`config.mk`:
```
export PLATFORM = sky130hd
export DESIGN_NAME = linproj_top
export DESIGN_NICKNAME = d
export VERILOG_FILES = /design/src/linproj_pkg.sv /design/src/linproj_if.sv /design/src/apb_front.sv /design/src/block_mac.sv /design/src/linproj_top.sv /design/src/mat_store.sv /design/src/proj_seq.sv /design/src/result_buf.sv
export SDC_FILE = /design/constraint.sdc
export NUM_CORES = 2
export LEC_CHECK = 0
export ABC_AREA = 1
export BUFFER_PORTS_ARGS = -buffer_cell sky130_fd_sc_hd__buf_2
export CORE_ASPECT_RATIO = 0.75
export CORE_UTILIZATION = 59
export DETAILED_ROUTE_END_ITERATION = 10
export PLACE_DENSITY_LB_ADDON = 0.05
export SETUP_SLACK_MARGIN = 0.2
export SYNTH_ARGS = -nofsm -noshare
export SYNTH_HDL_FRONTEND = slang
export SYNTH_HIERARCHICAL = 1
export SYNTH_SLANG_ARGS = --single-unit
export TNS_END_PERCENT = 50
```
`constraint.sdc`:
```
create_clock -name clk -period 7.15 [get_ports clk]
set_input_delay 0.715 -clock clk [delete_from_list [all_inputs] [get_ports clk]]
set_output_delay 0.715 -clock clk [all_outputs]
set_load 0.01 [all_outputs]
```
`src/linproj_pkg.sv`:
```
// Linear projection accelerator
// Shared sizes, types and register map
`default_nettype none

package linproj_pkg;

    // Matrix geometry
    localparam int ELEM_W    = 8;
    localparam int BLOCK     = 2;
    localparam int ROWS_A    = 4;
    localparam int INNER     = 8;
    localparam int COLS_W    = 4;
    localparam int KB        = INNER / BLOCK;
    localparam int ACC_W     = 32;
    localparam int A_WORDS   = ROWS_A * KB;
    localparam int W_WORDS   = COLS_W * KB;
    localparam int RES_WORDS = ROWS_A * COLS_W;

    // Two rows of A are processed together
    localparam int PAIRS      = ROWS_A / 2;
    localparam int RES_PULSES = PAIRS * COLS_W;

    // APB byte addresses
    localparam logic [11:0] REG_CTRL   = 12'h000;
    localparam logic [11:0] REG_STATUS = 12'h004;
    localparam logic [11:0] A_BASE     = 12'h100;
    localparam logic [11:0] W_BASE     = 12'h200;
    localparam logic [11:0] RES_BASE   = 12'h300;

    typedef logic signed [ELEM_W-1:0]       elem_t;
    typedef logic [BLOCK*ELEM_W-1:0]        blk_t;
    typedef logic signed [ACC_W-1:0]        acc_t;
    typedef logic [$clog2(A_WORDS)-1:0]     a_addr_t;
    typedef logic [$clog2(W_WORDS)-1:0]     w_addr_t;
    typedef logic [$clog2(RES_WORDS)-1:0]   res_addr_t;
    typedef logic [31:0]                    apb_word_t;
    typedef logic [11:0]                    apb_addr_t;

    // Loop indices of the sequencer
    typedef logic [$clog2(KB)-1:0]          blk_idx_t;
    typedef logic [$clog2(COLS_W)-1:0]      col_idx_t;
    typedef logic [$clog2(PAIRS)-1:0]       pair_idx_t;

    typedef enum logic [1:0] {
        SEQ_IDLE,
        SEQ_RUN,
        SEQ_DRAIN
    } seq_state_t;

endpackage

`default_nettype wire

```
`src/linproj_if.sv`:
```
// Internal buses of the accelerator
`timescale 1ns/100ps
`default_nettype none

// Host writes into the matrix stores
interface mat_wr_if;
    import linproj_pkg::*;

    logic    wr_en;
    // 0 selects the input store, 1 the weight store
    logic    wr_sel;
    a_addr_t wr_addr;
    blk_t    wr_data;

    modport master (output wr_en, wr_sel, wr_addr, wr_data);
    modport slave  (input  wr_en, wr_sel, wr_addr, wr_data);
endinterface

// Block reads for a run, with sideband aligned to the read data
interface mat_rd_if;
    import linproj_pkg::*;

    logic      rd_en;
    a_addr_t   addr_a;
    a_addr_t   addr_b;
    w_addr_t   addr_w;
    blk_t      data_a;
    blk_t      data_b;
    blk_t      data_w;
    logic      blk_valid;
    logic      blk_first;
    logic      blk_last;
    pair_idx_t res_row;
    col_idx_t  res_col;

    modport seq   (output rd_en, addr_a, addr_b, addr_w,
                   output blk_valid, blk_first, blk_last, res_row, res_col);
    modport store (input rd_en, addr_a, addr_b, addr_w,
                   output data_a, data_b, data_w);
    modport mac   (input data_a, data_b, data_w,
                   input blk_valid, blk_first, blk_last, res_row, res_col);
endinterface

// Finished result pair for one column
interface res_if;
    import linproj_pkg::*;

    logic      res_valid;
    pair_idx_t res_row_even;
    col_idx_t  res_col;
    acc_t      res_data0;
    acc_t      res_data1;

    modport master (output res_valid, res_row_even, res_col, res_data0, res_data1);
    modport slave  (input  res_valid, res_row_even, res_col, res_data0, res_data1);
endinterface

`default_nettype wire

```
`src/apb_front.sv`:
```
// APB slave front end
`timescale 1ns/100ps
`default_nettype none

module apb_front (
    input  wire logic                   clk,
    input  wire logic                   rst_n,
    input  wire logic                   psel,
    input  wire logic                   penable,
    input  wire logic                   pwrite,
    input  wire linproj_pkg::apb_addr_t paddr,
    input  wire linproj_pkg::apb_word_t pwdata,
    output linproj_pkg::apb_word_t      prdata,
    output logic                        pready,
    output logic                        pslverr,
    mat_wr_if.master                    wr,
    output logic                        host_sel,
    output linproj_pkg::a_addr_t        host_addr,
    input  wire linproj_pkg::blk_t      host_data,
    output logic                        start,
    input  wire logic                   busy,
    input  wire logic                   done,
    output linproj_pkg::res_addr_t      rd_idx,
    input  wire linproj_pkg::acc_t      rd_data
);
    import linproj_pkg::*;

    logic setup_ph;
    logic access_ph;
    logic is_ctrl;
    logic is_status;
    logic is_a;
    logic is_w;
    logic is_res;
    logic mapped;
    logic err_d;
    logic err_q;

    assign setup_ph  = psel & ~penable;
    assign access_ph = psel & penable;

    // Address decode, word aligned only
    assign is_ctrl   = (paddr == REG_CTRL);
    assign is_status = (paddr == REG_STATUS);
    assign is_a   = (paddr[1:0] == 2'b00) && (paddr >= A_BASE)
                 && (paddr < A_BASE + apb_addr_t'(4 * A_WORDS));
    assign is_w   = (paddr[1:0] == 2'b00) && (paddr >= W_BASE)
                 && (paddr < W_BASE + apb_addr_t'(4 * W_WORDS));
    assign is_res = (paddr[1:0] == 2'b00) && (paddr >= RES_BASE)
                 && (paddr < RES_BASE + apb_addr_t'(4 * RES_WORDS));
    assign mapped = is_ctrl | is_status | is_a | is_w | is_res;

    // Error cases, judged in the setup phase
    always_comb begin
        err_d = ~mapped;
        if (pwrite && (is_res || is_status))
            err_d = 1'b1;
        if (pwrite && busy && (is_a || is_w))
            err_d = 1'b1;
        // Start while a run is active
        if (pwrite && busy && is_ctrl && pwdata[0])
            err_d = 1'b1;
    end

    always_ff @(posedge clk) begin
        if (!rst_n) begin
            err_q <= 1'b0;
            start <= 1'b0;
        end else begin
            if (setup_ph)
                err_q <= err_d;
            // Start pulse lands in the cycle after the CTRL access
            start <= access_ph & pwrite & ~err_q & is_ctrl & pwdata[0];
        end
    end

    // Store writes in the access cycle
    assign wr.wr_en   = access_ph & pwrite & ~err_q & (is_a | is_w);
    assign wr.wr_sel  = is_w;
    assign wr.wr_addr = paddr[5:2];
    assign wr.wr_data = pwdata[15:0];

    // Host read port sampled by the store during setup
    assign host_sel  = is_w;
    assign host_addr = paddr[5:2];
    assign rd_idx    = paddr[5:2];

    assign pready  = 1'b1;
    assign pslverr = access_ph & err_q;

    // Read data, zero on writes and errors
    always_comb begin
        prdata = '0;
        if (access_ph && !pwrite && !err_q) begin
            if (is_status)
                prdata = {30'b0, done, busy};
            else if (is_a || is_w)
                prdata = {16'b0, host_data};
            else if (is_res)
                prdata = rd_data;
        end
    end

endmodule

`default_nettype wire

```
`src/block_mac.sv`:
```
// Two-lane block multiply-accumulate
`timescale 1ns/100ps
`default_nettype none

module block_mac (
    input  wire logic clk,
    input  wire logic rst_n,
    mat_rd_if.mac     rd,
    res_if.master     res
);
    import linproj_pkg::*;

    acc_t acc0;
    acc_t acc1;
    acc_t sum0;
    acc_t sum1;
    acc_t next0;
    acc_t next1;

    // Signed dot product of one two-element block
    function automatic acc_t dot2(input blk_t x, input blk_t w);
        elem_t x0;
        elem_t x1;
        elem_t w0;
        elem_t w1;
        acc_t  p0;
        acc_t  p1;
        x0 = elem_t'(x[ELEM_W-1:0]);
        x1 = elem_t'(x[2*ELEM_W-1:ELEM_W]);
        w0 = elem_t'(w[ELEM_W-1:0]);
        w1 = elem_t'(w[2*ELEM_W-1:ELEM_W]);
        p0 = acc_t'(x0) * acc_t'(w0);
        p1 = acc_t'(x1) * acc_t'(w1);
        return p0 + p1;
    endfunction

    // Lane 0 even row, lane 1 odd row, same weight column
    assign sum0 = dot2(rd.data_a, rd.data_w);
    assign sum1 = dot2(rd.data_b, rd.data_w);

    // First block restarts the sum
    assign next0 = rd.blk_first ? sum0 : acc0 + sum0;
    assign next1 = rd.blk_first ? sum1 : acc1 + sum1;

    always_ff @(posedge clk) begin
        if (rd.blk_valid) begin
            acc0 <= next0;
            acc1 <= next1;
        end
    end

    always_ff @(posedge clk) begin
        if (!rst_n)
            res.res_valid <= 1'b0;
        else
            res.res_valid <= rd.blk_valid & rd.blk_last;
    end

    // Results and coordinates held with the pulse
    always_ff @(posedge clk) begin
        if (rd.blk_valid && rd.blk_last) begin
            res.res_data0    <= next0;
            res.res_data1    <= next1;
            res.res_row_even <= rd.res_row;
            res.res_col      <= rd.res_col;
        end
    end

endmodule

`default_nettype wire

```
`src/linproj_top.sv`:
```
// Linear projection accelerator top
`timescale 1ns/100ps
`default_nettype none

module linproj_top (
    input  wire logic                   clk,
    input  wire logic                   rst_n,
    input  wire logic                   psel,
    input  wire logic                   penable,
    input  wire logic                   pwrite,
    input  wire linproj_pkg::apb_addr_t paddr,
    input  wire linproj_pkg::apb_word_t pwdata,
    output linproj_pkg::apb_word_t      prdata,
    output logic                        pready,
    output logic                        pslverr
);
    import linproj_pkg::*;

    mat_wr_if mat_wr ();
    mat_rd_if mat_rd ();
    res_if    res    ();

    // Host readback and control between the blocks
    logic      host_sel;
    a_addr_t   host_addr;
    blk_t      host_data;
    logic      start;
    logic      busy;
    logic      done;
    res_addr_t rd_idx;
    acc_t      rd_data;

    apb_front i_apb_front (
        .clk       (clk),
        .rst_n     (rst_n),
        .psel      (psel),
        .penable   (penable),
        .pwrite    (pwrite),
        .paddr     (paddr),
        .pwdata    (pwdata),
        .prdata    (prdata),
        .pready    (pready),
        .pslverr   (pslverr),
        .wr        (mat_wr.master),
        .host_sel  (host_sel),
        .host_addr (host_addr),
        .host_data (host_data),
        .start     (start),
        .busy      (busy),
        .done      (done),
        .rd_idx    (rd_idx),
        .rd_data   (rd_data)
    );

    mat_store i_mat_store (
        .clk       (clk),
        .rst_n     (rst_n),
        .wr        (mat_wr.slave),
        .rd        (mat_rd.store),
        .host_sel  (host_sel),
        .host_addr (host_addr),
        .host_data (host_data)
    );

    proj_seq i_proj_seq (
        .clk   (clk),
        .rst_n (rst_n),
        .start (start),
        .rd    (mat_rd.seq)
    );

    block_mac i_block_mac (
        .clk   (clk),
        .rst_n (rst_n),
        .rd    (mat_rd.mac),
        .res   (res.master)
    );

    result_buf i_result_buf (
        .clk     (clk),
        .rst_n   (rst_n),
        .start   (start),
        .res     (res.slave),
        .rd_idx  (rd_idx),
        .rd_data (rd_data),
        .busy    (busy),
        .done    (done)
    );

endmodule

`default_nettype wire

```
`src/mat_store.sv`:
```
// Input and weight block memories
`timescale 1ns/100ps
`default_nettype none

module mat_store (
    input  wire logic                 clk,
    input  wire logic                 rst_n,
    mat_wr_if.slave                   wr,
    mat_rd_if.store                   rd,
    input  wire logic                 host_sel,
    input  wire linproj_pkg::a_addr_t host_addr,
    output linproj_pkg::blk_t         host_data
);
    import linproj_pkg::*;

    blk_t in_mem [A_WORDS];
    blk_t w_mem  [W_WORDS];

    // Writes from the host, memories start cleared
    always_ff @(posedge clk) begin
        if (!rst_n) begin
            for (int i = 0; i < A_WORDS; i++)
                in_mem[i] <= '0;
            for (int j = 0; j < W_WORDS; j++)
                w_mem[j] <= '0;
        end else if (wr.wr_en) begin
            if (wr.wr_sel)
                w_mem[wr.wr_addr] <= wr.wr_data;
            else
                in_mem[wr.wr_addr] <= wr.wr_data;
        end
    end

    // Run reads, port A even row and port B odd row
    always_ff @(posedge clk) begin
        if (rd.rd_en) begin
            rd.data_a <= in_mem[rd.addr_a];
            rd.data_b <= in_mem[rd.addr_b];
            rd.data_w <= w_mem[rd.addr_w];
        end
    end

    // Host readback, one cycle
    always_ff @(posedge clk) begin
        host_data <= host_sel ? w_mem[host_addr] : in_mem[host_addr];
    end

endmodule

`default_nettype wire

```
`src/proj_seq.sv`:
```
// Run sequencer for block reads
`timescale 1ns/100ps
`default_nettype none

module proj_seq (
    input  wire logic clk,
    input  wire logic rst_n,
    input  wire logic start,
    mat_rd_if.seq     rd
);
    import linproj_pkg::*;

    seq_state_t state;
    blk_idx_t   blk_cnt;
    col_idx_t   col_cnt;
    pair_idx_t  pair_cnt;
    logic       blk_end;
    logic       col_end;
    logic       pair_end;
    logic       last_read;

    assign blk_end   = (blk_cnt == blk_idx_t'(KB - 1));
    assign col_end   = (col_cnt == col_idx_t'(COLS_W - 1));
    assign pair_end  = (pair_cnt == pair_idx_t'(PAIRS - 1));
    assign last_read = blk_end & col_end & pair_end;

    always_ff @(posedge clk) begin
        if (!rst_n) begin
            state    <= SEQ_IDLE;
            blk_cnt  <= '0;
            col_cnt  <= '0;
            pair_cnt <= '0;
        end else begin
            case (state)
                SEQ_IDLE: begin
                    if (start)
                        state <= SEQ_RUN;
                end
                SEQ_RUN: begin
                    // Block fastest, then column, then row pair
                    if (blk_end) begin
                        blk_cnt <= '0;
                        if (col_end) begin
                            col_cnt  <= '0;
                            pair_cnt <= pair_end ? '0 : pair_cnt + 1'b1;
                        end else begin
                            col_cnt <= col_cnt + 1'b1;
                        end
                    end else begin
                        blk_cnt <= blk_cnt + 1'b1;
                    end
                    if (last_read)
                        state <= SEQ_DRAIN;
                end
                // Final block sits in the data stage
                SEQ_DRAIN: begin
                    state <= SEQ_IDLE;
                end
                default: begin
                    state <= SEQ_IDLE;
                end
            endcase
        end
    end

    // One read per cycle while running
    assign rd.rd_en = (state == SEQ_RUN);

    // Even row, odd row below it, and the weight column
    assign rd.addr_a = a_addr_t'(2 * KB * pair_cnt + blk_cnt);
    assign rd.addr_b = a_addr_t'((2 * pair_cnt + 1) * KB + blk_cnt);
    assign rd.addr_w = w_addr_t'(col_cnt * KB + blk_cnt);

    // Sideband delayed to match the registered store reads
    always_ff @(posedge clk) begin
        if (!rst_n)
            rd.blk_valid <= 1'b0;
        else
            rd.blk_valid <= rd.rd_en;
    end

    always_ff @(posedge clk) begin
        rd.blk_first <= (blk_cnt == '0);
        rd.blk_last  <= blk_end;
        rd.res_row   <= pair_cnt;
        rd.res_col   <= col_cnt;
    end

endmodule

`default_nettype wire

```
`src/result_buf.sv`:
```
// Result memory and run status
`timescale 1ns/100ps
`default_nettype none

module result_buf (
    input  wire logic                   clk,
    input  wire logic                   rst_n,
    input  wire logic                   start,
    res_if.slave                        res,
    input  wire linproj_pkg::res_addr_t rd_idx,
    output linproj_pkg::acc_t           rd_data,
    output logic                        busy,
    output logic                        done
);
    import linproj_pkg::*;

    acc_t                         res_mem [RES_WORDS];
    logic [$clog2(RES_PULSES):0]  res_cnt;
    res_addr_t                    idx_even;
    res_addr_t                    idx_odd;

    // Odd row sits one row below the even one
    assign idx_even = res_addr_t'(2 * COLS_W * res.res_row_even + res.res_col);
    assign idx_odd  = res_addr_t'((2 * res.res_row_even + 1) * COLS_W + res.res_col);

    always_ff @(posedge clk) begin
        if (!rst_n) begin
            for (int i = 0; i < RES_WORDS; i++)
                res_mem[i] <= '0;
        end else if (res.res_valid) begin
            res_mem[idx_even] <= res.res_data0;
            res_mem[idx_odd]  <= res.res_data1;
        end
    end

    always_ff @(posedge clk) begin
        if (!rst_n) begin
            res_cnt <= '0;
            busy    <= 1'b0;
            done    <= 1'b0;
        end else if (start) begin
            // Old results remain until overwritten
            res_cnt <= '0;
            busy    <= 1'b1;
            done    <= 1'b0;
        end else if (res.res_valid) begin
            res_cnt <= res_cnt + 1'b1;
            if (res_cnt == ($clog2(RES_PULSES) + 1)'(RES_PULSES - 1)) begin
                busy <= 1'b0;
                done <= 1'b1;
            end
        end
    end

    assign rd_data = res_mem[rd_idx];

endmodule

`default_nettype wire

```
==> metrics.txt <==
area of placed instances=0.0813 mm²; hold endpoint=i_apb_front/start$_SDFF_PN0_; crit path buf inv count=10; Worst EP required=7.66 ns; clk root buf=clkbuf_16; XOR/XNOR Fraction of Synth Area=0.475%; CP max-delay cell=fa_2; Final Skew=0.0399 ns; DR vias=66981; die footprint=0.136 mm²; post-DP HPWL=155000 µm; setup TNS=0 ns; Synth warnings=6; crit end category=flop; crit path time final=7.05 ns; Syn Nets=10110; chip width=425 µm; # rows=116; met2 Use GR=52.9%; number of synthesized flops with an enable pin=1203; Lkg Pwr=38.9 nW; Synth Area in Compound Gates=6.08%; number of global-route vias before repair=62525; simple-gate portion of the synthesized area=25.9%; post-layout instance area=0.0878 mm²; post-synthesis cell type count=50; fraction of the mapped netlist area in adder cells=10.0%; sequential area share after synthesis=46.5%; Area Growth Syn to Fin=10.8%; initial antenna violation count=15; Peak VDD IR=0.000182 V; DRT Pass-1 Iters=10; hold wc startpoint=pwdata[0]; async set-reset flop share out of synthesis=0%; GRT Util Overall=36.1%; CTS Sinks=1241; hold bufs inserted after CTS=0; worst reg2reg endpoint=i_block_mac/res.res_data1[22]$_DFFE_PP_; type of origin of the critical path=flop; global-route wire length before repair=371000 µm; Placer Congestion=0.920; final worst slack=0.0980 ns; RSZ-0062 raised after global routing=yes; fin crit share=98.6%; total chip power=16.1 mW; Layout Nets=10030; DRC Markers=0; layout cells sized above 1=11.2%; worst hold path class=in2reg; largest family of logic cells by synthesized area=simple AND/OR/NAND/NOR gates; outcome=finished clean; # H-tree levels=4; Post-Place Cells=11111; PortBufs=65; TritonCTS Buffers=132; IO Pins=83; slew at the pin closest to its max-slew limit=1.28 ns; Max Cap Violations=0; slew margin rel.=14.3%; prevailing post-synth register cell=edfxtp_1; final antenna-violating net count=0; drt via density=5.88; worst skew pair latency=0.79 ns; CP top delay family=adder cells; Final Max Slew Viols=0; multiplexer area fraction after synthesis=0%; max frequency=142 MHz; met1 usage=53.0%; Die Height=319 µm; Place WS=-0.161 ns; Worst-path clk slew=0.06 ns; drt wl/cell=21.9 µm; synthesized area=0.0793 mm²; P per Cell Area=184 mW/mm²; Routed WL=249000 µm; met3 Usage GRT=8.81%; hold path depth=3; gr ovfl total=0; core area=0.133 mm²; Final Util=65.8%; R2R cell count=34; CP max FO=8; fin cells=11389; mean post-synth cell area=8.26 µm²; Hold WS=0.184 ns; Worst Setup Path Type=reg2reg; global route hottest layer=met1; CP peak stage delay=0.64 ns; Initial Utilization=59.4%; CTS tree=done; largest net degree at the start of global routing=215; DRT iter0 DRCs=9102; final setup fails=0; Longest Clk Path Bufs=3; Worst EP arrival=7.56 ns; Worst R2R Setup Slack=0.1 ns; #FFs+latches synth=1241; reg2reg start=i_mat_store/rd.data_w[3]$_DFFE_PP_; Mapped Cells=9599; Final Hold Vio Count=0
registers in the layout, summed over array words and instances, names as in the netlist, 4 cells and up:
register                   count
i_mat_store/rd.data_w         16
i_mat_store/rd.data_a         16
i_mat_store/host_data         16
i_mat_store/in_mem           256
i_block_mac/acc1              32
i_result_buf/res_mem         512
i_block_mac/res.res_data0     32
i_block_mac/res.res_data1     32
i_mat_store/rd.data_b         16
i_result_buf/res_cnt           4
i_mat_store/w_mem            256
i_block_mac/acc0              32
worst max-delay path by stage:
stage                                  startpoint                                       to  cells after the start
6_report       i_mat_store/rd.data_w[3]$_DFFE_PP_  i_block_mac/res.res_data1[22]$_DFFE_PP_                     34
5_1_grt        i_mat_store/rd.data_w[3]$_DFFE_PP_           i_block_mac/acc1[31]$_DFFE_PP_                     33
4_1_cts        i_mat_store/rd.data_w[1]$_DFFE_PP_           i_block_mac/acc1[19]$_DFFE_PP_                     36
3_5_place_dp   i_mat_store/rd.data_w[1]$_DFFE_PP_           i_block_mac/acc0[31]$_DFFE_PP_                     35
3_3_place_gp   i_mat_store/rd.data_w[1]$_DFFE_PP_  i_block_mac/res.res_data0[31]$_DFFE_PP_                     40
2_1_floorplan  i_mat_store/rd.data_w[3]$_DFFE_PP_           i_block_mac/acc1[22]$_DFFE_PP_                     32
synth_stat cells (all sizes together) (38+ instances only):
cell	n	area [µm²]
a21oi	315	1630
buf	360	2270
clkbuf	279	1050
dfxtp	38	761
edfxtp	1203	36100
fa	288	5770
ha	174	2180
inv	1438	5400
nand2	2386	9000
nand3	1195	6030
nor2	1245	4730
nor3	52	375
o211ai	192	1440
o21ai	285	1430
logic make-up after synthesis:
| logic type | Yosys count |
|---|---|
| other cells | 3 |
| simple gates | 4936 |
| buf+inv | 2079 |
| fa+ha+maj | 462 |
| compound gates | 835 |
| flops | 1241 |
| xor+xnor | 43 |
what timing repair did:
action                                  in CTS  in global routing
pin swaps                                   63                121
endpoints found under the setup margin      86                 94
resized for setup                          129                341
setup buffers                               14                 26
gates cloned                                 2                  2
metal layers:
metal	wire length, µm	up-vias	share of wire (%)
li1	-	30544	-
met1	100000	31731	40
met2	107000	4162	43
met3	35300	538	14
met4	6920	6	2.8
met5	81	-	0.033
where the power goes:
group          switching (mW)  internal (mW)
logic                   0.874          0.245
registers              0.0705           8.13
clock network            3.02           3.81
total                    3.97           12.2
worst min-delay path, stage by stage:
cell and delay [ns]:
buf_2 0.12, nand2_1 0.05, nor3_1 0.04
cells in the final DEF, fill, tap and decap left out, types with 50 or more instances in the layout:
cell type  instances
nand2_2           70
a21oi_1          252
edfxtp_1        1203
clkbuf_16        136
nand2_1         2280
ha_4              50
o21ai_0          246
ha_1             121
buf_2             61
inv_1           1377
nor2_1          1178
fa_1             277
buf_4            326
o211ai_1         192
nand3_1         1164
a21oi_2           52
layout make-up:
type | instances | area (µm²)
inverter | 1440 | 5450
timing repair buffer | 424 | 3410
multi-input combinational | 6279 | 35600
tap | 1770 | 2210
sequential | 1241 | 36900
clock buffer | 165 | 3510
antenna | 1 | 2.50
timing repair inverter | 1 | 6.26
fill | 10869 | 45600
clock inverter | 68 | 699
No activity file was read; power rests on OpenSTA's default activity.
